[src/design/sdram_refresh_timer.sv]
`timescale 1ns/10ps
`default_nettype none

module sdram_refresh_timer #(
  parameter int refresh_cycles = 1040
) (
  input  logic fpga_clk,
  input  logic fpga_reset,
  input  logic refresh_issued,
  output logic refresh_due
);

  localparam int cnt_w = $clog2(refresh_cycles + 1);

  // Cycles since the last REFRESH went out
  logic [cnt_w-1:0] cnt;

  always_ff @(posedge fpga_clk or posedge fpga_reset) begin
    if (fpga_reset) begin
      cnt         <= '0;
      refresh_due <= 1'b0;
    end else if (refresh_issued) begin
      // Restart on every refresh, init ones included
      cnt         <= '0;
      refresh_due <= 1'b0;
    end else if (!refresh_due) begin
      cnt <= cnt + 1'b1;
      // Flag holds until the sequencer serves it
      if (cnt == cnt_w'(refresh_cycles - 1)) begin
        refresh_due <= 1'b1;
      end
    end
  end

endmodule

`default_nettype wire

[config.mk]
export PLATFORM = sky130hd
export DESIGN_NAME = sdram_refresh_timer
export DESIGN_NICKNAME = d
export VERILOG_FILES = /design/src/design/sdram_refresh_timer.sv
export SDC_FILE = /design/constraint.sdc
export NUM_CORES = 1
export LEC_CHECK = 0
export CORE_AREA = 2 2 39 41
export CTS_CLUSTER_SIZE = 40
export DETAILED_ROUTE_END_ITERATION = 8
export DIE_AREA = 0 0 41 43
export DONT_BUFFER_PORTS = 1
export GPL_TIMING_DRIVEN = 0
export MAX_ROUTING_LAYER = met4
export PLACE_DENSITY = 0.77
export SYNTH_ARGS = -nofsm -noshare
export SYNTH_HDL_FRONTEND = slang
export SYNTH_SLANG_ARGS = --single-unit
[constraint.sdc]
create_clock -name fpga_clk -period 1.4 [get_ports fpga_clk]
set_input_delay 0.21 -clock fpga_clk [delete_from_list [all_inputs] [get_ports fpga_clk]]
set_output_delay 0.21 -clock fpga_clk [all_outputs]
set_load 0.02 [all_outputs]
==> results.cfg <==
[timing]
worst_slack_ns = -0.0277
slew_headroom_pct = 67.1
finalSetupViolations = 2
skew_ns = 0.00110
hold_viol_final = 0
hold_ws_ns = 0.164
period_share_pct = 102
fmax_mhz = 700
finalCriticalPeriod_ns = 1.43
rsz0062_at_grt = yes
tightest_slew_ns = 0.493
finalMaxSlewViolations = 0

[final_layout]
utilization_pct = 59.3
final_nets = 81
seq_area_sq_um = 303
drive_above_1_share_pct = 31.6
syn2layout_area_growth_pct = 27.9
multiInputGateArea_sq_um = 380
nFillCells = 124
num_antenna_cells = 0
layout.cells.non_filler = 92

[critical_path]
reg2regPathDepth = 4
endpoint_kind = register
r2r_start = refresh_due$_DFF_PP0_
crit_path_start_kind = register
crit_path_start = refresh_due$_DFF_PP0_
r2r-end = cnt[8]$_DFFE_PP0P_
crit_type = register to register
arrival_ns = 1.60
path_max_fanout = 4
worstPathRequired_ns = 1.57
r2r_slack_ns = -0.03

[synthesis]
synth_fp_nets = 69
ys_types = 25
yosys_warnings = 0
ys.flop_type = dfrtp_1
yosys.area.top_type = dfrtp_1
netlist_instances = 65
syn_avg_cell_area_sq_um = 9.87
synth_async_sr_flop_share_pct = 100
synth-edff-count = 0
ys_seq_area_share_pct = 46.8
synth.most_common_cell = dfrtp_1
yosys-top-cells-area = dfrtp_1, nor2b_1, nor2_1, a21oi_1, nand4b_4
netlist_area_sq_um = 642
yosysTopAreaCellShare_pct = 46.8
ys_seq_elements = 12
synth_common_cells = dfrtp_1, nor2_1, a21oi_1, nor2b_1, nand3_1

[min_path]
hold_path_end = cnt[10]$_DFFE_PP0P_
min_from = refresh_issued
hold_depth = 2
worstHoldPathType = primary input to register

[global_route]
grt_antenna_before_repair = 0
gr-usage-met3_pct = 5.24
top_usage_layer = met2
use_met2_pct = 34.7
grt_usage_pct = 21.9
grt_max_degree = 13
grt_pass1_vias = 524
grt_pass1_wl_mm = 2.42
use_met1_pct = 26.0
grt_overflow_total = 0

[route]
vias_per_cell = 5.77
drtIter0Drc = 7
routed-via-count = 531
wirelength_mm = 1.40
drtPass1Iterations = 4
wl_per_cell_um = 15.2
ant_nets = 0
drt_drc_violations_left = 0

[clock_network]
clock-sinks = 12
h-tree-depth = 1
clock_path_buffers = 2
cts_tree = built
cts_root_buf = clkbuf_4
clock_latency_ns = 0.28
clk_pin_slew_ns = 0.08
numCtsBuffers = 3

[placed_design]
placed_cells = 81
portBuffers = 0
gp_congestion = 0.814
hpwl_um = 846

[floorplanning]
initial_core_util_pct = 46.4
io_pins = 4
chipWidth_um = 41
num_rows = 14
dieArea_sq_um = 1760
die_h_um = 43
core_sq_um = 1380

[outcome]
violations = negative setup slack
outcome = complete, but fails checks

[pwr]
ir_drop_v = 0.000716
power.density_nw_per_um2 = 859
leakage_nw = 0.368

[job]
maxCapViolations = 0
report_power, final:
group	total, W	switching (W)	internal [W]
Combinational	0.0000550	0.0000305	0.0000246
Sequential	0.000365	0.0000109	0.000354
Clock	0.000285	0.000126	0.000158
metrics by stage:
stage          setup TNS [ns]  setup WS, ns  area (sq um)  power (W)
2_1_floorplan         -0.0747       -0.0405           663   0.000398
3_3_place_gp           -0.248        -0.148           683   0.000405
3_5_place_dp           -0.304        -0.135           683   0.000406
4_1_cts               -0.0401       -0.0364           800   0.000701
5_1_grt                -0.264       -0.0831           821   0.000741
6_report              -0.0369       -0.0277           821   0.000705
sequential cells by signal, summed over array words and instances, names as in the netlist:
| name | flops |
|---|---|
| cnt | 11 |
| refresh_due | 1 |
timing repair:
item	CTS	global route
gates resized for setup	5	4
pin swaps	3	0
setup buffers	6	0
hold buffers	1	0
endpoints found under the setup margin	4	6
hold endpoints to repair	12	0
critical path: stages (launching register included):
cell and delay (ns):
dfrtp_2 0.46, buf_6 0.15, nor2b_4 0.13, nor4_2 0.21, mux2_2 0.36
metal layers:
metal,wire length (um),up-vias
li1,-,254
met5,0,-
met2,772,10
met3,42,4
met1,550,263
met4,35,0
area by class of cell:
type                       instances  area share [%]
sequential                        12            36.9
tap                               16            2.44
clock buffer                       4            4.42
inverter                           3            1.37
buffer                             2            1.83
multi-input combinational         48            46.3
timing repair buffer               7            6.71
logic make-up after synthesis:
family,Yosys count,share of synthesized area [%]
and+or+nand+nor,31,29.8
DFF,12,46.8
buffers and inverters,5,3.12
xor gates and xnor gates,3,4.09
AOI/OAI and AO/OA,9,7.41
muxes,4,6.82
adders and majority gates,1,1.95
how the worst max path moves through the flow:
stage / to / slack [ns] / depth (start not counted)
2_1_floorplan: cnt[10]$_DFFE_PP0P_ / -0.04 / 4
3_3_place_gp: cnt[10]$_DFFE_PP0P_ / -0.15 / 4
3_5_place_dp: cnt[10]$_DFFE_PP0P_ / -0.14 / 4
4_1_cts: cnt[8]$_DFFE_PP0P_ / -0.04 / 4
5_1_grt: cnt[8]$_DFFE_PP0P_ / -0.08 / 4
6_report: cnt[8]$_DFFE_PP0P_ / -0.03 / 4
cell usage in the layout, fill, tap and decap left out, types with 2 or more instances in the layout:
cell	Yosys	layout
mux2_1	2	2
inv_1	3	3
or3_1	3	3
xor2_1	2	2
nor2b_1	5	4
nand3_1	4	4
buf_4	0	6
o21ai_0	3	3
clkbuf_4	0	3
dfrtp_1	12	10
a21oi_1	5	3
nor2_1	7	7
nor4_2	0	3
dfrtp_2	0	2
a21oi_2	0	2
nand2_1	3	3
No activity file was read; power rests on OpenSTA's default activity.
