<file path="config.mk">
export PLATFORM = sky130hd
export DESIGN_NAME = sdram_sequencer
export DESIGN_NICKNAME = d
export VERILOG_FILES = /design/src/design/sdram_pkg.sv /design/src/design/sdram_sequencer.sv
export SDC_FILE = /design/constraint.sdc
export NUM_CORES = 1
export LEC_CHECK = 0
export BUFFER_PORTS_ARGS = -buffer_cell sky130_fd_sc_hd__buf_2
export CORE_UTILIZATION = 25
export CTS_CLUSTER_DIAMETER = 80
export DETAILED_ROUTE_END_ITERATION = 6
export PLACE_DENSITY = 0.48
export SYNTH_ARGS = -nofsm -noshare
export SYNTH_HDL_FRONTEND = slang
export SYNTH_SLANG_ARGS = --single-unit
</file>
<file path="constraint.sdc">
create_clock -name fpga_clk -period 3.45 [get_ports fpga_clk]
set_clock_uncertainty 0.15 [all_clocks]
set_input_delay 0.69 -clock fpga_clk [delete_from_list [all_inputs] [get_ports fpga_clk]]
set_output_delay 0.69 -clock fpga_clk [all_outputs]
set_load 0.02 [all_outputs]
</file>
<file path="src/design/sdram_pkg.sv">
`default_nettype none

package sdram_pkg;

  // Field widths of the 4 bank x 4096 row x 512 column x 32-bit part
  localparam int bank_w       = 2;
  localparam int row_w        = 12;
  localparam int col_w        = 9;
  localparam int data_w       = 32;
  localparam int sdram_addr_w = 12;

  // FPGA address is {bank, row, col}
  localparam int fpga_addr_w  = bank_w + row_w + col_w;

  // Command code on {cs_n, ras_n, cas_n, we_n}
  // Read and write carry auto precharge when A10 is high
  typedef enum logic [3:0] {
    cmd_load_mode = 4'b0000,
    cmd_refresh   = 4'b0001,
    cmd_precharge = 4'b0010,
    cmd_active    = 4'b0011,
    cmd_write     = 4'b0100,
    cmd_read      = 4'b0101,
    cmd_nop       = 4'b0111
  } sdram_cmd_e;

  // Kind of access held by the capture stage
  typedef enum logic [1:0] {
    op_read  = 2'd0,
    op_write = 2'd1
  } op_e;

  // One request as the FPGA presents it
  typedef struct packed {
    logic [fpga_addr_w-1:0] addr;
    logic                   wr_en;
    logic [data_w-1:0]      wr_data;
  } fpga_req_t;

  // One cycle worth of SDRAM control pins
  typedef struct packed {
    sdram_cmd_e              cmd;
    logic                    clk_en;
    logic [bank_w-1:0]       bank;
    logic [sdram_addr_w-1:0] addr;
  } sdram_pins_t;

  // Mode register layout on A11..A0
  typedef struct packed {
    logic [1:0] reserved;
    logic       wr_burst_mode;
    logic [1:0] op_mode;
    logic [2:0] cas_latency;
    logic       burst_type;
    logic [2:0] burst_len;
  } mode_word_t;

  // Column command layout, A10 selects auto precharge
  typedef struct packed {
    logic             unused_hi;
    logic             auto_pre;
    logic             unused_lo;
    logic [col_w-1:0] col;
  } col_word_t;

  // Same address pins, decoded per command
  typedef union packed {
    mode_word_t       mode;
    col_word_t        col;
    logic [row_w-1:0] row;
  } sdram_addr_u;

endpackage

`default_nettype wire

</file>
<file path="src/design/sdram_sequencer.sv">
`timescale 1ns/10ps
`default_nettype none

module sdram_sequencer #(
  parameter int init_wait   = 33200,
  parameter int trp         = 3,
  parameter int trc         = 10,
  parameter int tmrd        = 3,
  parameter int trcd        = 3,
  parameter int twr         = 2,
  parameter int cas_latency = 2
) (
  input  logic                          fpga_clk,
  input  logic                          fpga_reset,
  input  logic                          req,
  input  sdram_pkg::op_e                op,
  input  logic [sdram_pkg::bank_w-1:0]  bank,
  input  logic [sdram_pkg::row_w-1:0]   row,
  input  logic [sdram_pkg::col_w-1:0]   col,
  input  logic                          refresh_due,
  output logic                          accept,
  output logic                          issue_col,
  output logic                          ack,
  output logic                          refresh_issued,
  output logic                          capture_read,
  output sdram_pkg::sdram_pins_t        pins_next
);

  // Init command points, counted from reset
  localparam int t_ref1    = init_wait + trp;
  localparam int t_ref2    = t_ref1 + trc;
  localparam int t_mode    = t_ref2 + trc;
  // Counter must reach the init end and every hold
  localparam int cnt_w     = $clog2(t_mode + twr + trp + cas_latency + tmrd + trcd + 2);

  typedef enum logic [2:0] {
    st_init,
    st_mode,
    st_idle,
    st_refresh,
    st_activate,
    st_read,
    st_write
  } state_e;

  state_e                 state;
  state_e                 next_state;
  logic [cnt_w-1:0]       wait_cnt;
  logic                   at_decision;

  // Address words, one per command that uses the pins
  sdram_pkg::sdram_addr_u pre_all_word;
  sdram_pkg::sdram_addr_u mode_word;
  sdram_pkg::sdram_addr_u row_word;
  sdram_pkg::sdram_addr_u col_word;

  always_comb begin
    // PRECHARGE ALL needs only A10
    pre_all_word                    = '0;
    pre_all_word.col.auto_pre       = 1'b1;
    // Burst of 1, sequential, single location writes
    mode_word                       = '0;
    mode_word.mode.wr_burst_mode    = 1'b1;
    mode_word.mode.cas_latency      = 3'(cas_latency);
    mode_word.mode.burst_type       = 1'b0;
    mode_word.mode.burst_len        = 3'b000;
    row_word.row                    = row;
    // Column access always closes the row
    col_word                        = '0;
    col_word.col.auto_pre           = 1'b1;
    col_word.col.col                = col;
  end

  // Next state and the command for the next pin cycle
  always_comb begin
    next_state  = state;
    at_decision = 1'b0;
    issue_col   = 1'b0;
    pins_next   = '{cmd: sdram_pkg::cmd_nop, clk_en: 1'b1, bank: '0, addr: '0};

    case (state)
      st_init: begin
        if (wait_cnt == cnt_w'(init_wait)) begin
          pins_next.cmd  = sdram_pkg::cmd_precharge;
          pins_next.addr = pre_all_word;
        end else if (wait_cnt == cnt_w'(t_ref1) || wait_cnt == cnt_w'(t_ref2)) begin
          pins_next.cmd  = sdram_pkg::cmd_refresh;
        end else if (wait_cnt == cnt_w'(t_mode)) begin
          pins_next.cmd  = sdram_pkg::cmd_load_mode;
          pins_next.addr = mode_word;
          next_state     = st_mode;
        end
      end

      // Mode register programming time
      st_mode: begin
        if (wait_cnt == cnt_w'(tmrd - 1)) begin
          next_state = st_idle;
        end
      end

      st_idle: begin
        at_decision = 1'b1;
      end

      st_refresh: begin
        at_decision = (wait_cnt == cnt_w'(trc - 1));
      end

      // Row open, column command after trcd
      st_activate: begin
        if (wait_cnt == cnt_w'(trcd - 1)) begin
          issue_col      = 1'b1;
          pins_next.bank = bank;
          pins_next.addr = col_word;
          if (op == sdram_pkg::op_write) begin
            pins_next.cmd = sdram_pkg::cmd_write;
            next_state    = st_write;
          end else begin
            pins_next.cmd = sdram_pkg::cmd_read;
            next_state    = st_read;
          end
        end
      end

      // Data returns, then auto precharge finishes
      st_read: begin
        at_decision = (wait_cnt == cnt_w'(cas_latency + trp - 1));
      end

      // Write recovery plus auto precharge
      st_write: begin
        at_decision = (wait_cnt == cnt_w'(twr + trp - 1));
      end

      default: begin
        next_state = st_init;
      end
    endcase

    // Refresh wins over a pending request
    if (at_decision) begin
      if (refresh_due) begin
        pins_next.cmd = sdram_pkg::cmd_refresh;
        next_state    = st_refresh;
      end else if (req) begin
        pins_next.cmd  = sdram_pkg::cmd_active;
        pins_next.bank = bank;
        pins_next.addr = row_word;
        next_state     = st_activate;
      end else begin
        next_state = st_idle;
      end
    end
  end

  always_ff @(posedge fpga_clk or posedge fpga_reset) begin
    if (fpga_reset) begin
      state    <= st_init;
      wait_cnt <= '0;
    end else begin
      state <= next_state;
      // Counter restarts on every state change
      if (next_state != state) begin
        wait_cnt <= '0;
      end else begin
        wait_cnt <= wait_cnt + 1'b1;
      end
    end
  end

  // Take a new request once init is done and nothing is held
  assign accept         = !req && (state != st_init) && (state != st_mode);
  assign ack            = issue_col;
  assign capture_read   = issue_col && (op == sdram_pkg::op_read);
  assign refresh_issued = (pins_next.cmd == sdram_pkg::cmd_refresh);

endmodule

`default_nettype wire

</file>
==> summary.md <==
| Metric | Value |
|---|---|
| Worst Max-Slew Pin Slew | `between 700 and 800 ps` |
| Final setup viols | `0` |
| CTS tree | `yes` |
| # placed instances | `between 300 and 400` |
| Nets | `roughly 280` |
| Initial DRC Count | `65` |
| Total of max-cap violations | `0` |
| DP Wirelength | `around 3.2 mm` |
| Internal reg-to-reg setup slack | `360 ps` |
| Multi-input gate area | `approximately 0.0011 mm²` |
| Slew Limit Fails | `0` |
| Avg WL per Cell | `between 10 and 15 µm` |
| WL final | `4.18 mm` |
| # diodes | `0` |
| Clock sinks | `19` |
| Post-Synthesis Cell Area | `0.00172 mm²` |
| Die Y | `around 85 µm` |
| Fill cells | `685` |
| Total gr overflow | `0` |
| 1st-pass router iterations | `4` |
| CTS H-tree lvls | `1` |
| Clock root buffer | `clkbuf_8` |
| Final Hold Fails | `0` |
| Setup crit end | `pins_next[10]` |
| CP startpoint | `state[1]` |
| Final worst path period share | `94.1%` |
| M1 GR Usage | `17.1%` |
| R2R Path End | `wait_cnt[1]` |
| Critical Path Sink Type | `primary output` |
| GPL Wtd Cong | `a little under 0.8` |
| Busiest layer in global routing | `met2` |
| Post-Synthesis Cells | `196` |
| Register area | `475 µm²` |
| Syn Area/Cell | `about 8.8 µm²` |
| Number of synthesized register bits | `19` |
| Initial core utilization | `a little over a quarter` |
| Place WS | `between 200 and 300 ps` |
| Cell area power density | `about 510 mW/mm²` |
| Outcome | `finished, final reports clean` |
| Fmax | `between 300 and 400 MHz` |
| Worst EP required | `roughly 2600 ps` |
| Reg2Reg Depth | `10` |
| Via count | `1537` |
| Die X | `roughly 85 µm` |
| Row count | `29` |
| Relative slew slack | `between 40% and 50%` |
| Net Count, Synth | `approximately 230` |
| Hold_buf cts | `0` |
| Setup TNS | `0 ps` |
| Largest net degree at the start of global routing | `20` |
| Leakage power | `0.918 nW` |
| Seq/Total Area, Yosys | `27.7%` |
| Yosys warns | `0` |
| Fraction of layout instances using a drive strength above 1 | `between 30% and 40%` |
| CTS clk-pin slew, worst paths | `70 ps` |
| M2 GR Usage | `about a fifth` |
| Final setup margin | `around 200 ps` |
| Clk Latency, worst-skew pair | `250 ps` |
| Worst hold path type | `input pin to async pin` |
| Vias in the first global route | `about 1500` |
| CP Max Fanout | `14` |
| Clock Path Buffers | `2` |
| IO Pins | `53` |
| Antenna-violating nets left | `0` |
| Startpoint Class | `flip-flop` |
| WS Path Type | `flip-flop to primary output` |
| Area grow syn2layout | `21.1%` |
| Die area | `0.00721 mm²` |
| GRT Overall Usage | `between 10% and 20%` |
| Yosys cell types | `49` |
| Global-route wire length before repair | `between 7 and 8 mm` |
| Initial antenna violation count | `0` |
| Port Buffer Count | `50` |
| Hold_ws | `between 400 and 500 ps` |
| Tmin final | `~3200 ps` |
| # DRC | `0` |
| Total CTS buffers | `3` |
| Peak supply drop | `0.195 mV` |
| CORE AREA | `between 0.006 and 0.007 mm²` |
| Crit path DAT | `between 2000 and 2500 ps` |
| Vias/cell | `a little under 5` |
| Worst r2r src | `wait_cnt[0]` |
| Unrepaired setup endpoints after global routing | `false` |
| Post-route insts no fill | `approximately 320` |
| Grt met3 use | `between 1.5 and 2%` |
registers in the layout (all words and copies together), names as in the netlist:
| signal | flops |
|---|---|
| wait_cnt | 16 |
| state | 3 |
per-layer routing:
metal | routed length (µm) | vias up
met4 | 43 | 0
met2 | 2020 | 26
met1 | 1990 | 722
met3 | 126 | 4
met5 | 0 | -
li1 | - | 785
cells by family (layout without fill, tap and decap cells):
logic type | after synthesis | in the layout | share of synthesized area [%]
and+or+nand+nor | 89 | 89 | 32.6
AOI/OAI and AO/OA | 40 | 40 | 18.9
buffers and inverters | 24 | 69 | 8.01
DFF | 19 | 19 | 27.7
xor gates and xnor gates | 15 | 15 | 7.65
adders and majority gates | 4 | 4 | 2.91
muxes | 3 | 3 | 1.82
other | 2 | 2 | 0.437
worst min path at each step:
| stage | to | cells after the start | slack (ps) | from |
|---|---|---|---|---|
| 6_report | state[1] | 2 | 420 | fpga_reset |
| 3_3_place_gp | wait_cnt[0] | 1 | 490 | wait_cnt[0] |
| 3_5_place_dp | wait_cnt[15] | 2 | 480 | wait_cnt[15] |
| 5_1_grt | wait_cnt[15] | 2 | 480 | fpga_reset |
| 2_1_floorplan | wait_cnt[0] | 1 | 410 | wait_cnt[0] |
| 4_1_cts | state[2] | 2 | 450 | fpga_reset |
per-stage QoR:
stage	util [%]	instance area [µm²]	total power, mW
after floorplan	-	1720	0.782
after global placement	30.6	1990	0.907
after detailed placement	30.6	1990	0.894
after CTS	31.4	2040	1.06
after global routing	32.0	2080	1.15
final	32.0	2080	1.06
layout by cell type, fill, tap and decap left out, drive strengths merged, types with 2 or more instances in the layout:
cell | netlist | layout
nand3 | 4 | 4
clkbuf | 6 | 4
buf | 11 | 58
nor3 | 20 | 20
a21o | 4 | 4
xnor2 | 5 | 5
inv | 7 | 7
a211o | 2 | 2
a21oi | 11 | 11
xor2 | 10 | 10
nand3b | 2 | 2
and2 | 2 | 2
nand2 | 14 | 14
dfrtp | 19 | 19
nor2 | 13 | 13
o21ai | 4 | 4
and3 | 3 | 3
nor2b | 9 | 9
nand2b | 2 | 2
o31ai | 2 | 2
ha | 4 | 4
mux2i | 2 | 2
nand4 | 8 | 8
nor3b | 5 | 5
nor4 | 3 | 3
conb | 2 | 2
a22o | 8 | 8
critical path: stages, from the launching register on:
cell and delay, ps:
dfrtp_1 530, xor2_1 230, a21o_1 180, a211oi_4 70, a31oi_1 450, nor2b_4 90
buf_12 160, a211o_1 280, buf_2 160
repair_timing:
item                       CTS  global route
cloned                       0             0
buffers inserted             0             4
pin swaps                    0             0
resized for setup            1             0
setup endpoints to repair    2             3
where the power goes:
| group | total [mW] | switching (mW) | leakage [nW] | internal (mW) |
|---|---|---|---|---|
| clock network | 0.155 | 0.0729 | 0.0228 | 0.0821 |
| registers | 0.318 | 0.0660 | 0.259 | 0.252 |
| logic | 0.586 | 0.370 | 0.636 | 0.215 |
layout make-up:
cell class                 instances  area share, %
timing repair buffer              58           15.5
inverter                           7           1.26
sequential                        19           22.9
tap                               77           4.63
multi-input combinational        153           53.6
clock buffer                       4           2.16
cells in the mapped netlist, drive strengths merged:
library cell / number / area (µm²)
xnor2: 5 / 43.8
a211oi: 1 / 20.0
nand2: 14 / 52.6
a22oi: 1 / 7.51
nor4: 3 / 48.8
o22a: 1 / 8.76
xor2: 10 / 87.6
o31ai: 2 / 15.0
o21a: 1 / 7.51
a21o: 4 / 30.0
nor2b: 9 / 58.8
ha: 4 / 50.1
nand4b: 1 / 8.76
a221oi: 1 / 15.0
clkbuf: 6 / 22.5
buf: 11 / 88.8
nor3b: 5 / 37.5
a21oi: 11 / 70.1
conb: 2 / 7.51
a32oi: 1 / 8.76
nor4bb: 1 / 10.0
nor4b: 1 / 8.76
a211o: 2 / 17.5
nor2: 13 / 48.8
inv: 7 / 26.3
or3: 1 / 6.26
dfrtp: 19 / 475
mux2i: 2 / 20.0
a22o: 8 / 70.1
a31oi: 1 / 6.26
o21ai: 4 / 20.0
nand3: 4 / 20.0
o22ai: 1 / 20.0
and2: 2 / 12.5
and3: 3 / 18.8
a31o: 1 / 8.76
nor3: 20 / 150
nand3b: 2 / 15.0
nand4: 8 / 50.1
nand2b: 2 / 12.5
mux2: 1 / 11.3
(Power assumes the default switching activity.)
