==> src/design/sdram_pkg.sv <==
`default_nettype none

package sdram_pkg;

  // Field widths of the 4 bank x 4096 row x 512 column x 32-bit part
  localparam int bank_w       = 2;
  localparam int row_w        = 12;
  localparam int col_w        = 9;
  localparam int data_w       = 32;
  localparam int sdram_addr_w = 12;

  // FPGA address is {bank, row, col}
  localparam int fpga_addr_w  = bank_w + row_w + col_w;

  // Command code on {cs_n, ras_n, cas_n, we_n}
  // Read and write carry auto precharge when A10 is high
  typedef enum logic [3:0] {
    cmd_load_mode = 4'b0000,
    cmd_refresh   = 4'b0001,
    cmd_precharge = 4'b0010,
    cmd_active    = 4'b0011,
    cmd_write     = 4'b0100,
    cmd_read      = 4'b0101,
    cmd_nop       = 4'b0111
  } sdram_cmd_e;

  // Kind of access held by the capture stage
  typedef enum logic [1:0] {
    op_read  = 2'd0,
    op_write = 2'd1
  } op_e;

  // One request as the FPGA presents it
  typedef struct packed {
    logic [fpga_addr_w-1:0] addr;
    logic                   wr_en;
    logic [data_w-1:0]      wr_data;
  } fpga_req_t;

  // One cycle worth of SDRAM control pins
  typedef struct packed {
    sdram_cmd_e              cmd;
    logic                    clk_en;
    logic [bank_w-1:0]       bank;
    logic [sdram_addr_w-1:0] addr;
  } sdram_pins_t;

  // Mode register layout on A11..A0
  typedef struct packed {
    logic [1:0] reserved;
    logic       wr_burst_mode;
    logic [1:0] op_mode;
    logic [2:0] cas_latency;
    logic       burst_type;
    logic [2:0] burst_len;
  } mode_word_t;

  // Column command layout, A10 selects auto precharge
  typedef struct packed {
    logic             unused_hi;
    logic             auto_pre;
    logic             unused_lo;
    logic [col_w-1:0] col;
  } col_word_t;

  // Same address pins, decoded per command
  typedef union packed {
    mode_word_t       mode;
    col_word_t        col;
    logic [row_w-1:0] row;
  } sdram_addr_u;

endpackage

`default_nettype wire

==> src/design/sdram_req_capture.sv <==
`timescale 1ns/10ps
`default_nettype none

module sdram_req_capture (
  input  logic                          fpga_clk,
  input  logic                          fpga_reset,
  input  logic                          req,
  input  sdram_pkg::fpga_req_t          req_data,
  input  logic                          accept,
  input  logic                          issue_col,
  output logic                          req_pending,
  output sdram_pkg::op_e                op,
  output logic [sdram_pkg::bank_w-1:0]  bank,
  output logic [sdram_pkg::row_w-1:0]   row,
  output logic [sdram_pkg::col_w-1:0]   col,
  output logic [sdram_pkg::data_w-1:0]  wr_data
);

  // Local copy so the FPGA bus may move on after ack
  sdram_pkg::fpga_req_t req_q;
  logic                 take;

  // Sequencer has room and the requester has something
  assign take = accept && req;

  // Pending flag lives from capture until the column command
  always_ff @(posedge fpga_clk or posedge fpga_reset) begin
    if (fpga_reset) begin
      req_pending <= 1'b0;
    end else if (take) begin
      req_pending <= 1'b1;
    end else if (issue_col) begin
      req_pending <= 1'b0;
    end
  end

  // Payload copy
  always_ff @(posedge fpga_clk) begin
    if (take) begin
      req_q <= req_data;
    end
  end

  // Address split, bank on top, column at the bottom
  assign bank    = req_q.addr[sdram_pkg::col_w + sdram_pkg::row_w +: sdram_pkg::bank_w];
  assign row     = req_q.addr[sdram_pkg::col_w +: sdram_pkg::row_w];
  assign col     = req_q.addr[0 +: sdram_pkg::col_w];
  assign op      = req_q.wr_en ? sdram_pkg::op_write : sdram_pkg::op_read;
  assign wr_data = req_q.wr_data;

endmodule

`default_nettype wire

==> config.mk <==
export PLATFORM = sky130hd
export DESIGN_NAME = sdram_req_capture
export DESIGN_NICKNAME = d
export VERILOG_FILES = /design/src/design/sdram_pkg.sv /design/src/design/sdram_req_capture.sv
export SDC_FILE = /design/constraint.sdc
export NUM_CORES = 1
export LEC_CHECK = 0
export BUFFER_PORTS_ARGS = -buffer_cell sky130_fd_sc_hd__buf_4
export CORE_UTILIZATION = 38
export CTS_BUF_LIST = sky130_fd_sc_hd__clkbuf_4 sky130_fd_sc_hd__clkbuf_8
export DETAILED_ROUTE_END_ITERATION = 8
export PLACE_DENSITY = 0.83
export SYNTH_ARGS = -nofsm -noshare
export SYNTH_HDL_FRONTEND = slang
export SYNTH_SLANG_ARGS = --single-unit
export TNS_END_PERCENT = 5
==> constraint.sdc <==
create_clock -name fpga_clk -period 0.8 [get_ports fpga_clk]
set_input_delay 0.04 -clock fpga_clk [delete_from_list [all_inputs] [get_ports fpga_clk]]
set_output_delay 0.04 -clock fpga_clk [all_outputs]
set_load 0.05 [all_outputs]
==> results by stage, run 1 <==
Outcome:
- The flow ran to the end, but the final reports show violations.
- The checks that failed: setup timing.

Worst setup path:
- The signal on the critical path passes through buf_6.
- Counting both buffers and inverters, the worst setup path holds a total of 1.
- Tracing the worst setup path back leads to its startpoint at row[7].
- The largest single stage delay on the critical path is 0.41 ns.
- Of all nets on the critical path, the largest fanout is 1.
- The path type of the worst setup path is flip-flop to output pin.
- At the worst endpoint, the required time is 0.76 ns.
- STA classifies the critical path endpoint as an output pin.
- The cell family contributing the most delay on the critical path is flip-flops.
- The largest individual stage delay along the critical path comes from the cell edfxtp_1.
- The startpoint class of the critical path is a flip-flop.
- The data arrival time of the critical path is 0.91 ns.
- The launching point of the worst reg2reg path is req_pending.

Logic synthesis:
- For this run, the register share of the synthesized area comes to 0.980.
- The number of nets in the synthesized netlist is 124.
- Yosys mapped the design onto 7 distinct sky130hd cell types.
- The mux cell area share after synthesis is 0.
- The area of the mapped netlist is 1740 um^2.
- The number of standard cells after synthesis is 63.
- The synthesized-area fraction occupied by adder cells is 0.
- Yosys printed 0 warnings.
- Yosys attributes the largest share of cell area to edfxtp_1 97%, dfrtp_1 1.4%, and2_4 0.50%.
- By area, the combinational part of the netlist is dominated by buffers and inverters.
- Of the post-synthesis cell area, the dominant cell type holds 0.966.
- The synthesized design spends more area on one cell type than any other, namely edfxtp_1.
- The compound-gate portion of the synthesized area was 0.00431.
- The count of state elements after synthesis is 57.
- The xor-xnor portion of the synthesized cell area is 0.
- The average cell area after synthesis is 27.6 um^2.
- Of the total synthesized cell area, the portion taken by AND, OR, NAND and NOR gates is 0.00503.

STA:
- The number of hold violations in the final report was 0.
- Timing would allow up to 1050 MHz.
- The clock tree skew after final layout is 0 ns.
- Setup repair after global routing could not meet its margin everywhere.
- Setup violations remaining at the end of the flow were counted as 57.
- The smallest setup slack after layout is -0.151 ns.
- Counting I/O delays and the setup requirement, the final critical path takes 0.951 ns.
- Of the available clock period, the critical path in the final layout requires 1.19.
- The number of pins exceeding their max-slew limit in the final report is 0.

Final layout:
- Registers take 1710 um^2.
- The final instance area is 3760 um^2.
- The repair_antennas step left the layout with diodes totalling 0.
- In the final layout, the share of cells above drive strength 1 is 0.533.
- The area of the multi-input gates is 20.0 um^2.
- The final-layout fill cell count is 200.
- In the final design database the tool counted 311 nets.
- The area growth from synthesis to layout is 116%.

Route:
- After detailed routing, the wire length on met1 is 1650 um.
- The DRC violation count after routing is 0.
- The final routed wire length divided by cell count is 15.4 um.
- The routed length on met2 is 2540 um.
- The iteration-0 DRC count of the detailed router is 98.
- In this run the remaining antenna-violating nets after routing total 0.
- The met3 routed wirelength is 361 um.
- The ratio of routed vias to standard cells is 4.43.
- Detailed routing inserted a total of 1,359 vias.
- The number of search-and-repair iterations in the first detailed-routing pass is 4.
- The highest metal layer carrying signal wires in the routed design is met4.
- The total wirelength of the detailed-routed design is 4720 um.

Floorplanning:
- The die is 69.7 um tall.
- The total die area is 4860 um^2.
- The starting density of the core is 0.397.
- Pin placement for this block handled 119 I/O pins.
- The area of the core is 4380 um^2.
- The die width is 69.7 um.
- The initialized floorplan defines 24 standard-cell rows.

GRT:
- For this run, the total global-route usage over all layers was measured as 0.210.
- The remaining global-route overflow is 0.
- Entering global routing, the biggest net connects 22 pins.
- The number of antenna violations at the first check in global routing came to 0.
- The first global-routing pass estimated 7240 um of wire.
- The number of global-route vias before repair was 1,432.

Clock tree:
- The CTS buffer count is 9.
- The tree is rooted in a clkbuf_8.
- The H-tree generated during clock tree synthesis spans 3 levels.
- The clock tree from TritonCTS is done.
- The number of setup buffers added after CTS is 0.
- Counting along the longest clock path gives a buffer depth of 2.
- The post-CTS clock slew at the launch and capture registers of the worst setup and hold paths is 0.06 ns.
- At the later pin of the worst-skew pair, clock insertion delay measures 0.32 ns.
- The number of clock sinks seen by CTS is 57.

Hold path:
- The critical hold path startpoint is issue_col.
- The min-delay analysis places its worst path in the category input pin to flip-flop.

Pwr:
- For this design the static power due to leakage is 1.58 nW.
- VDD sags by at most 2.05 mV.
- The power density relative to cell area is 2250 nW/um^2.
- The post-route total power is 8.46 mW.

Placed design:
- In this run the cell area measured after placement is 2740 um^2.
- At the end of routability-driven placement, the weighted congestion stood at 0.727.
- The detailed placer's ending HPWL is 2600 um.
- The total of buffers placed on input and output ports is 117.

Job:
- The tool flagged a number of max-cap violations equal to 0.
## cell families after synthesis
group,Yosys count
DFF,57
and+or+nand+nor,1
buffers and inverters,3
AOI/OAI and AO/OA,1
other,1
## flip-flops by register name, summed over array words and instances (netlist names)
name,count
row,12
req_q,1
col,9
req_pending,1
bank,2
wr_data,32
## worst paths after layout
| kind | end | slack [ns] | depth (start not counted) |
|---|---|---|---|
| max | row[7] | -0.15 | 1 |
| min | req_pending | 0.07 | 3 |
| max reg2reg | req_pending | 0.13 | 1 |
| min reg2reg | req_pending | 0.53 | 1 |
| max in group asynchronous | req_pending | 0.60 | 3 |
| min in group asynchronous | req_pending | 0.11 | 3 |
## placed cells by master (no fill, tap or decap)
cell type and instances:
clkinv_1 1, conb_1 1, buf_6 57, inv_1 2
bufinv_16 3, buf_12 3, clkinv_2 1, clkbuf_8 9
dlygate4sd3_1 57, clkinvlp_4 1, clkbuf_4 1, and2_4 1
buf_4 60, edfxtp_1 56, a21o_1 1, dfrtp_1 1
## synthesized netlist by cell type
cell type  count
a21o_1         1
inv_1          2
buf_4          1
and2_4         1
dfrtp_1        1
conb_1         1
edfxtp_1      56
## stage by stage
stage	util	hold slack [ns]	instances	worst slack (ns)	TNS, ns
6_report	0.858	0.0676	307	-0.151	-6.53
5_1_grt	0.858	0.0605	307	-0.186	-8.61
4_1_cts	0.858	0.00584	307	-0.155	-7.21
3_5_place_dp	0.624	-0.106	234	0.00738	0
3_3_place_gp	0.624	-0.113	234	0.0180	0
2_1_floorplan	-	-0.231	63	-0.104	-5.91
## layer usage
layer | global-route usage | up-vias
li1 | - | 622
met1 | 0.211 | 633
met2 | 0.368 | 89
met3 | 0.0814 | 15
met4 | 0.124 | 0
met5 | 0 | -
## layout make-up
type	count	share of cell area
sequential	57	0.454
clock inverter	6	0.0283
inverter	2	0.00200
timing repair buffer	177	0.458
tap	52	0.0173
multi-input combinational	3	0.00532
clock buffer	10	0.0349
## power by group
part	switching [mW]	internal (mW)
registers	0.0914	3.51
logic	0.925	0.752
clock network	1.10	2.09
total	2.11	6.35
## timing repair
action                     in CTS  in global routing
pin swaps                       0                  0
hold buffers                   57                  0
hold endpoints to repair       57                  0
gates resized for setup        57                  0
setup endpoints to repair      57                 57
No activity file was read; power rests on OpenSTA's default activity.
==> run 2: changes to the inputs <==
--- a/config.mk
+++ b/config.mk
@@ -5,10 +5,13 @@
 export SDC_FILE = /design/constraint.sdc
 export NUM_CORES = 1
 export LEC_CHECK = 0
+export ABC_AREA = 1
 export BUFFER_PORTS_ARGS = -buffer_cell sky130_fd_sc_hd__buf_4
 export CORE_UTILIZATION = 38
 export CTS_BUF_LIST = sky130_fd_sc_hd__clkbuf_4 sky130_fd_sc_hd__clkbuf_8
 export DETAILED_ROUTE_END_ITERATION = 8
+export HOLD_SLACK_MARGIN = 0.12
+export MAX_ROUTING_LAYER = met4
 export PLACE_DENSITY = 0.83
 export SYNTH_ARGS = -nofsm -noshare
 export SYNTH_HDL_FRONTEND = slang
==> run 2 against run 1 <==
Against the previous run: the run still ends with setup timing left; sequential share of layout area is 0.49 points lower; critical endpoint is now wr_data[31]; count of clock-buffer cells in the layout is 1 lower; critical path depth stayed put; clock skew stayed put; cell area is 1.1% higher.
==> results by stage, run 2 <==
Job:
- The max-cap violation count came to 0 (unchanged).

Pwr:
- The static leakage power is 1.58 nW (+0.26%).
- The maximum VDD drop was 1.31 mV (-36%).
- The power density relative to cell area is 2270 nW/um^2 (+1.1%).

Clock tree:
- The cell sitting at the root of the clock tree is a clkbuf_8.
- The number of H-tree levels is 3 (unchanged).
- The clock tree from TritonCTS is done.
- The buffer depth of the longest clock path was 2 (unchanged).
- The post-CTS clock slew at the launch and capture registers of the worst setup and hold paths is 0.08 ns (+0.02 ns).
- The CTS buffer count is 9 (unchanged).
- The source-to-sink clock delay at the later pin of the worst-skew pair came to 0.33 ns (about the same).
- The number of clock sinks seen by CTS is 57 (unchanged).

Logic synthesis:
- By area the synthesized netlist is led by edfxtp_1 97%, dfrtp_1 1.4%, inv_1 0.65%.
- The synthesized design spends more area on one cell type than any other, namely edfxtp_1.
- The area of the mapped netlist was 1740 um^2 (about the same).
- The number of standard cells after synthesis is 65 (+3.2%).
- The average cell area after synthesis is 26.8 um^2 (-3.1%).
- The count of synthesis-stage warnings from yosys is 0 (unchanged).
- For this run, the leading register cell type out of synthesis is edfxtp_1.
- By count the netlist is led by 56 x edfxtp_1, 3 x inv_1, 3 x nand2_1.
- The dominant cell by count in the synthesized netlist is edfxtp_1.
- The post-synthesis cell type count is 6 (-1).
- The async set or reset register ratio after synthesis is 0.0175 (unchanged).
- The count of state elements after synthesis is 57 (unchanged).
- The area share of the leading cell type in the synthesized netlist came to 0.966 (about the same).
- The share of the yosys chip area belonging to registers was 0.981 (about the same).
- The number of enable flip-flop cells after synthesis is 56 (unchanged).
- The post-synth net total is 126 (+1.6%).

Outcome:
- The final reports fail on setup timing.
- The flow ran to the end, but the final reports show violations.

Worst setup path:
- The data arrival time of the critical path is 0.95 ns (+0.04 ns).
- The cell family with the largest share of critical-path delay is flip-flops.
- Walking the worst path, the cells encountered are buf_6.
- The number of cells on the critical path was 1 (unchanged).
- The number of cells on the worst reg-to-reg path came to 2 (+1).
- The worst setup path is captured at an output pin.
- The maximum fanout encountered on the critical timing path is 1 (unchanged).
- The worst setup path is of the flip-flop to output pin kind.
- The largest stage delay on the critical path is 0.44 ns (+0.03 ns).
- The slowest stage of the critical path is the edfxtp_1 cell.
- The endpoint required time on the critical path is 0.76 ns (about the same).
- The number of buffer and inverter stages on the critical path was 1 (unchanged).
- STA classifies the critical path startpoint as a flip-flop.

Floorplanning:
- The die width is 69.7 um (about the same).
- The total die area was 4850 um^2 (about the same).
- The y dimension of the die is 69.7 um (about the same).
- The area of the core is 4380 um^2 (unchanged).
- The number of top-level design ports came to 119 (unchanged).
- The row count is 24 (unchanged).
- The starting density of the core was 0.397 (about the same).

STA:
- The fmax was 1010 MHz (-3.8%).
- Setup repair after global routing could not meet its margin everywhere.
- The clock tree skew after final layout was 0 ns (unchanged).
- The smallest setup slack after layout came to -0.188 ns (-0.0375 ns).
- The shortest period the worst path allows is 0.988 ns (+0.0375 ns).
- The number of pins exceeding their max-slew limit in the final report is 0 (unchanged).
- The final setup TNS came to -7.76 ns (-1.22 ns).
- The number of setup violations in the final report is 57 (unchanged).
- The share of the clock period used by the worst path after layout is 1.24 (+0.0469).
- The number of hold violations in the final report came to 0 (unchanged).

Placed design:
- The detailed placer's ending HPWL is 2780 um (+7.0%).
- The total of buffers placed on input and output ports is 117 (unchanged).
- The weighted congestion at the end of routability-driven global placement is 0.714 (-1.8%).
- The total placed cells including tap cells came to 236 (+0.85%).

Route:
- The final routed wire length divided by cell count is 21.7 um (+41%).
- The DRC violation count after routing is 0 (unchanged).
- The number of search-and-repair iterations in the first detailed-routing pass was 4 (unchanged).
- The total wirelength of the detailed-routed design is 6770 um (+43%).
- The iteration-0 DRC count of the detailed router is 86 (-12%).
- The number of nets with antenna violations after detailed routing came to 0 (unchanged).
- The vias after detailed routing is 1,466 (+7.9%).
- The ratio of routed vias to standard cells is 4.70 (+6.1%).

GRT:
- The number of global-route vias before repair is 1,762 (+23%).
- The remaining global-route overflow is 0 (unchanged).
- The global router's overall resource usage is 0.301 (+0.0910).
- The global-route met1 utilization is 0.341 (+0.131).
- The global-route track usage on met3 is 0.0974 (+0.0160).
- The global-route wire length before repair is 9940 um (+37%).
- The met2 layer usage reported by global route is 0.493 (+0.125).
- The highest-utilization routing layer at the global route stage is met2.
- The number of antenna violations at the first check in global routing came to 0 (unchanged).
- The largest net degree at the start of global routing is 22 (unchanged).

Final layout:
- The number of standard cells in the final layout excluding fillers was 312 (+1.6%).
- The number of antenna cells inserted is 0 (unchanged).
- The share of post-route cells with drive strength above 1 came to 0.527 (-0.00641).
- The number of flip-flops under the largest register name is 32 (unchanged).
- Leaving out fill and tap cells, the most frequent cell in the layout is buf_4.
- From synthesis to final layout, the design area changed by 118%.
- The number of nets at the end of the flow is 316 (+1.6%).
- The utilization after layout is 0.867 (+0.00942).
- In the layout the commonest cells are 61 x buf_4, 59 x dlygate4sd3_1, 57 x buf_6, 56 x edfxtp_1, 9 x clkbuf_8.

Hold path:
- The path type of the worst min-delay path is input pin to asynchronous set/reset pin.
-- run 2: cell count changes after synthesis, sizes merged --
cell	delta
nand2	+3
a21o	-1
inv	+1
and2	-1
-- run 2: timing repair --
action,in CTS,in global routing
hold endpoints to repair,58,0
hold buffers,60,0
setup buffers,0,0
cloned,0,0
endpoints found under the setup margin,57,58
gates resized for setup,57,2
-- run 2: tightest hold or removal path, stage by stage --
cell and delay, ns:
dlygate4sd3_1 0.56, buf_4 0.15, buf_4 0.13, inv_2 0.05
-- run 2: report_power, final --
group / internal [mW] / leakage, nW / total (mW) / switching, mW
Clock: 2.04 / 0.112 / 3.26 / 1.22
Combinational: 0.763 / 0.933 / 1.76 / 0.992
Sequential: 3.51 / 0.538 / 3.63 / 0.117
Total: 6.31 / 1.58 / 8.65 / 2.33
-- run 2: final timing paths --
path	slack (ns)	endpoint	startpoint
worst max-delay path	-0.19	wr_data[31]	wr_data[31]
worst min-delay path	0.27	req_pending	fpga_reset
worst max register to register	0.13	req_pending	req_pending
worst min register to register	0.57	req_pending	req_pending
max in group asynchronous	0.45	req_pending	fpga_reset
min in group fpga_clk	0.32	wr_data[10]	req
-- run 2: stage by stage --
stage	setup WS (ns)	hold WS [ns]	total power, mW	instance area, um^2
floorplan	-0.466	-0.231	4.39	1760
global placement	-0.0431	-0.115	4.94	2760
detailed placement	-0.0568	-0.115	4.96	2760
CTS	-0.164	0.285	8.47	3800
global route	-0.205	0.248	8.85	3800
finish	-0.188	0.265	8.65	3800
-- run 2: kinds of logic after synthesis --
logic type / share of synthesized area
DFF: 0.981
and+or+nand+nor: 0.00647
other: 0.00215
buffers and inverters: 0.0108
-- run 2: layout make-up --
class / count / area (um^2)
Inverter: 3 / 15.0
Sequential cell: 57 / 1710
Multi-Input combinational cell: 4 / 31.3
Timing Repair Buffer: 180 / 1750
Tap cell: 52 / 65.1
Clock inverter: 7 / 109
Clock buffer: 9 / 124
Fill cell: 168 / 583
-- run 2: per-layer routing --
| metal | up-vias | part of all wire |
|---|---|---|
| met3 | 16 | 0.080 |
| li1 | 630 | - |
| met5 | - | 0 |
| met2 | 94 | 0.51 |
| met1 | 726 | 0.39 |
| met4 | 0 | 0.024 |
==> run 3: changes to the inputs <==
--- a/config.mk
+++ b/config.mk
@@ -5,8 +5,8 @@
 export SDC_FILE = /design/constraint.sdc
 export NUM_CORES = 1
 export LEC_CHECK = 0
-export ABC_AREA = 1
 export BUFFER_PORTS_ARGS = -buffer_cell sky130_fd_sc_hd__buf_4
+export CAP_MARGIN = 20
 export CORE_UTILIZATION = 38
 export CTS_BUF_LIST = sky130_fd_sc_hd__clkbuf_4 sky130_fd_sc_hd__clkbuf_8
 export DETAILED_ROUTE_END_ITERATION = 8
==> run 3 against run 2 <==
Against the previous run: the run still ends with setup timing left; cell area decreased by 0.49%; die area about the same; sequential cell count unchanged; sequential power about the same; core utilization decreased by 0.43 points; final cell count decreased by 0.64%; critical path depth unchanged.
==> results by stage, run 3 (synthesis gave the netlist of run 1 again) <==
Placed design:
- The weighted congestion at the end of routability-driven global placement is 0.736 (+3.1%).
- The placement-stage cell area was 2740 um^2 (-0.68%).
- The total of buffers placed on input and output ports was 117 (unchanged).
- The detailed placer's ending HPWL was 2600 um (-6.6%).

Route:
- The ratio of routed vias to standard cells was 4.29 (-8.8%).
- The number of nets with antenna violations after detailed routing is 0 (unchanged).
- The iteration-0 DRC count of the detailed router is 120 (+40%).
- The number of search-and-repair iterations in the first detailed-routing pass is 4 (unchanged).
- The vias after detailed routing was 1,329 (-9.3%).
- The final routed wire length divided by cell count is 15.0 um (-31%).
- The total wirelength of the detailed-routed design is 4640 um (-31%).
- The DRC violation count after routing is 0 (unchanged).

STA:
- The fmax is 1060 MHz (+5.1%).
- The number of hold violations in the final report is 0 (unchanged).
- Setup repair after global routing could not meet its margin everywhere.
- The clock tree skew after final layout was 0 ns (unchanged).
- The shortest period the worst path allows is 0.940 ns (-0.0482 ns).
- The final setup TNS is -6.22 ns (+1.54 ns).
- The smallest setup slack after layout came to -0.140 ns (+0.0482 ns).
- The number of pins exceeding their max-slew limit in the final report is 0 (unchanged).
- The number of setup violations in the final report is 57 (unchanged).
- The share of the clock period used by the worst path after layout came to 1.18 (-0.0602).
- The worst slack on hold paths is 0.276 ns (+0.0106 ns).

Worst setup path:
- The number of buffer and inverter stages on the critical path is 1 (unchanged).
- STA classifies the critical path endpoint as an output pin.
- The data arrival time of the critical path is 0.90 ns (-0.05 ns).
- The minimum setup slack among reg-to-reg paths is 0.14 ns (about the same).
- The cell family with the largest share of critical-path delay is flip-flops.
- In this run the critical register-to-register path is captured at req_pending.
- The path type of the worst setup path is flip-flop to output pin.
- The endpoint required time on the critical path is 0.76 ns (about the same).
- The launching point of the worst reg2reg path is req_pending.
- The startpoint class of the critical path is a flip-flop.
- The maximum fanout encountered on the critical timing path came to 1 (unchanged).
- The number of cells on the worst reg-to-reg path is 1 (-1).
- The largest stage delay on the critical path was 0.41 ns (-0.03 ns).
- The critical path's slowest cell is edfxtp_1.
- The critical path goes through buf_6.
- The number of cells on the critical path came to 1 (unchanged).

Floorplanning:
- The total die area is 4860 um^2 (about the same).
- The row count was 24 (unchanged).
- The die width is 69.7 um (about the same).
- The y dimension of the die is 69.7 um (about the same).
- The number of top-level design ports is 119 (unchanged).
- The area of the core is 4380 um^2 (unchanged).
- The starting density of the core is 0.397 (about the same).

Outcome:
- The run finished, with violations left.
- The checks that failed: setup timing.

Hold path:
- The path with the worst hold slack has its endpoint at row[6].
- The worst hold path was traced through 3 stages.
- The path type of the worst min-delay path is input pin to flip-flop.
- The critical hold path startpoint is accept.

Final layout:
- The final instance area is 3780 um^2 (-0.49%).
- The number of flip-flops under the largest register name was 32 (unchanged).
- The most frequent standard cell in the layout excluding fill and tap cells is buf_4.
- The utilization after layout came to 0.863 (-0.00428).
- Leaving out fill and tap cells, the most frequent cells in the layout are 60 x buf_4, 59 x dlygate4sd3_1, 57 x buf_6, 56 x edfxtp_1, 9 x clkbuf_8.
- The share of post-route cells with drive strength above 1 is 0.529 (+0.00226).
- The synthesis-to-layout area growth is 117%.
- The number of nets at the end of the flow is 313 (-0.95%).
- The final-layout fill cell count came to 201 (+20%).

Job:
- The max-cap violation count is 0 (unchanged).

Pwr:
- The post-route total power is 8.45 mW (-2.2%).
- The static leakage power came to 1.59 nW (+0.26%).
- The power density relative to cell area was 2230 nW/um^2 (-1.8%).
- The maximum VDD drop is 1.92 mV (+46%).

GRT:
- The number of antenna violations at the first check in global routing is 0 (unchanged).
- The number of global-route vias before repair came to 1,417 (-20%).
- The global-route wire length before repair is 7250 um (-27%).
- The largest net degree at the start of global routing is 22 (unchanged).
- The remaining global-route overflow is 0 (unchanged).
- The global router's overall resource usage is 0.212 (-0.0889).

Clock tree:
- The post-CTS clock slew at the launch and capture registers of the worst setup and hold paths was 0.07 ns (about the same).
- The number of clock sinks seen by CTS is 57 (unchanged).
- The clock tree root driver cell is clkbuf_8.
- The number of H-tree levels is 3 (unchanged).
- TritonCTS built the clock tree.
- The source-to-sink clock delay at the later pin of the worst-skew pair is 0.32 ns (about the same).
- The buffer depth of the longest clock path is 2 (unchanged).
- The CTS buffer count is 9 (unchanged).
-- run 3: area by class of cell --
cell class / count / area, um^2 / share of cell area
Multi-Input combinational cell: 3 / 20.0 / 0.00529
Tap cell: 52 / 65.1 / 0.0172
Inverter: 2 / 7.51 / 0.00198
Sequential cell: 57 / 1710 / 0.451
Timing Repair Buffer: 179 / 1740 / 0.461
Antenna cell: 1 / 2.50 / 0.000662
Clock inverter: 6 / 106 / 0.0281
Clock buffer: 10 / 131 / 0.0347
-- run 3: routing by layer --
layer,vias to the layer above,GRT usage,part of all wire
li1,626,-,-
met1,608,0.220,0.37
met2,87,0.358,0.54
met3,8,0.0799,0.078
met4,0,0.0978,0.016
met5,-,-,0
-- run 3: worst max-delay path by stage --
| stage | start | slack, ns | endpoint |
|---|---|---|---|
| floorplan | accept | -0.10 | bank[0] |
| global placement | accept | 0.02 | wr_data[14] |
| detailed placement | accept | 0.007 | wr_data[5] |
| CTS | row[9] | -0.16 | row[9] |
| global route | row[6] | -0.18 | row[6] |
| finish | row[7] | -0.14 | row[7] |
-- run 3: timing repair --
item	4_1_cts	5_1_grt
gates resized for setup	57	0
setup buffers	0	0
gates cloned	0	0
hold buffers	59	0
endpoints found under the hold margin	58	0
endpoints found under the setup margin	57	57
-- run 3: where the power goes --
part,switching [mW],leakage [nW],internal (mW)
Sequential,0.0905,0.538,3.51
Combinational,0.925,0.932,0.758
Clock,1.08,0.117,2.09
-- run 3: through the flow --
stage               setup WS (ns)  instances
CTS                        -0.155        309
global route               -0.176        309
floorplan                  -0.104         63
detailed placement        0.00738        234
global placement           0.0180        234
finish                     -0.140        310
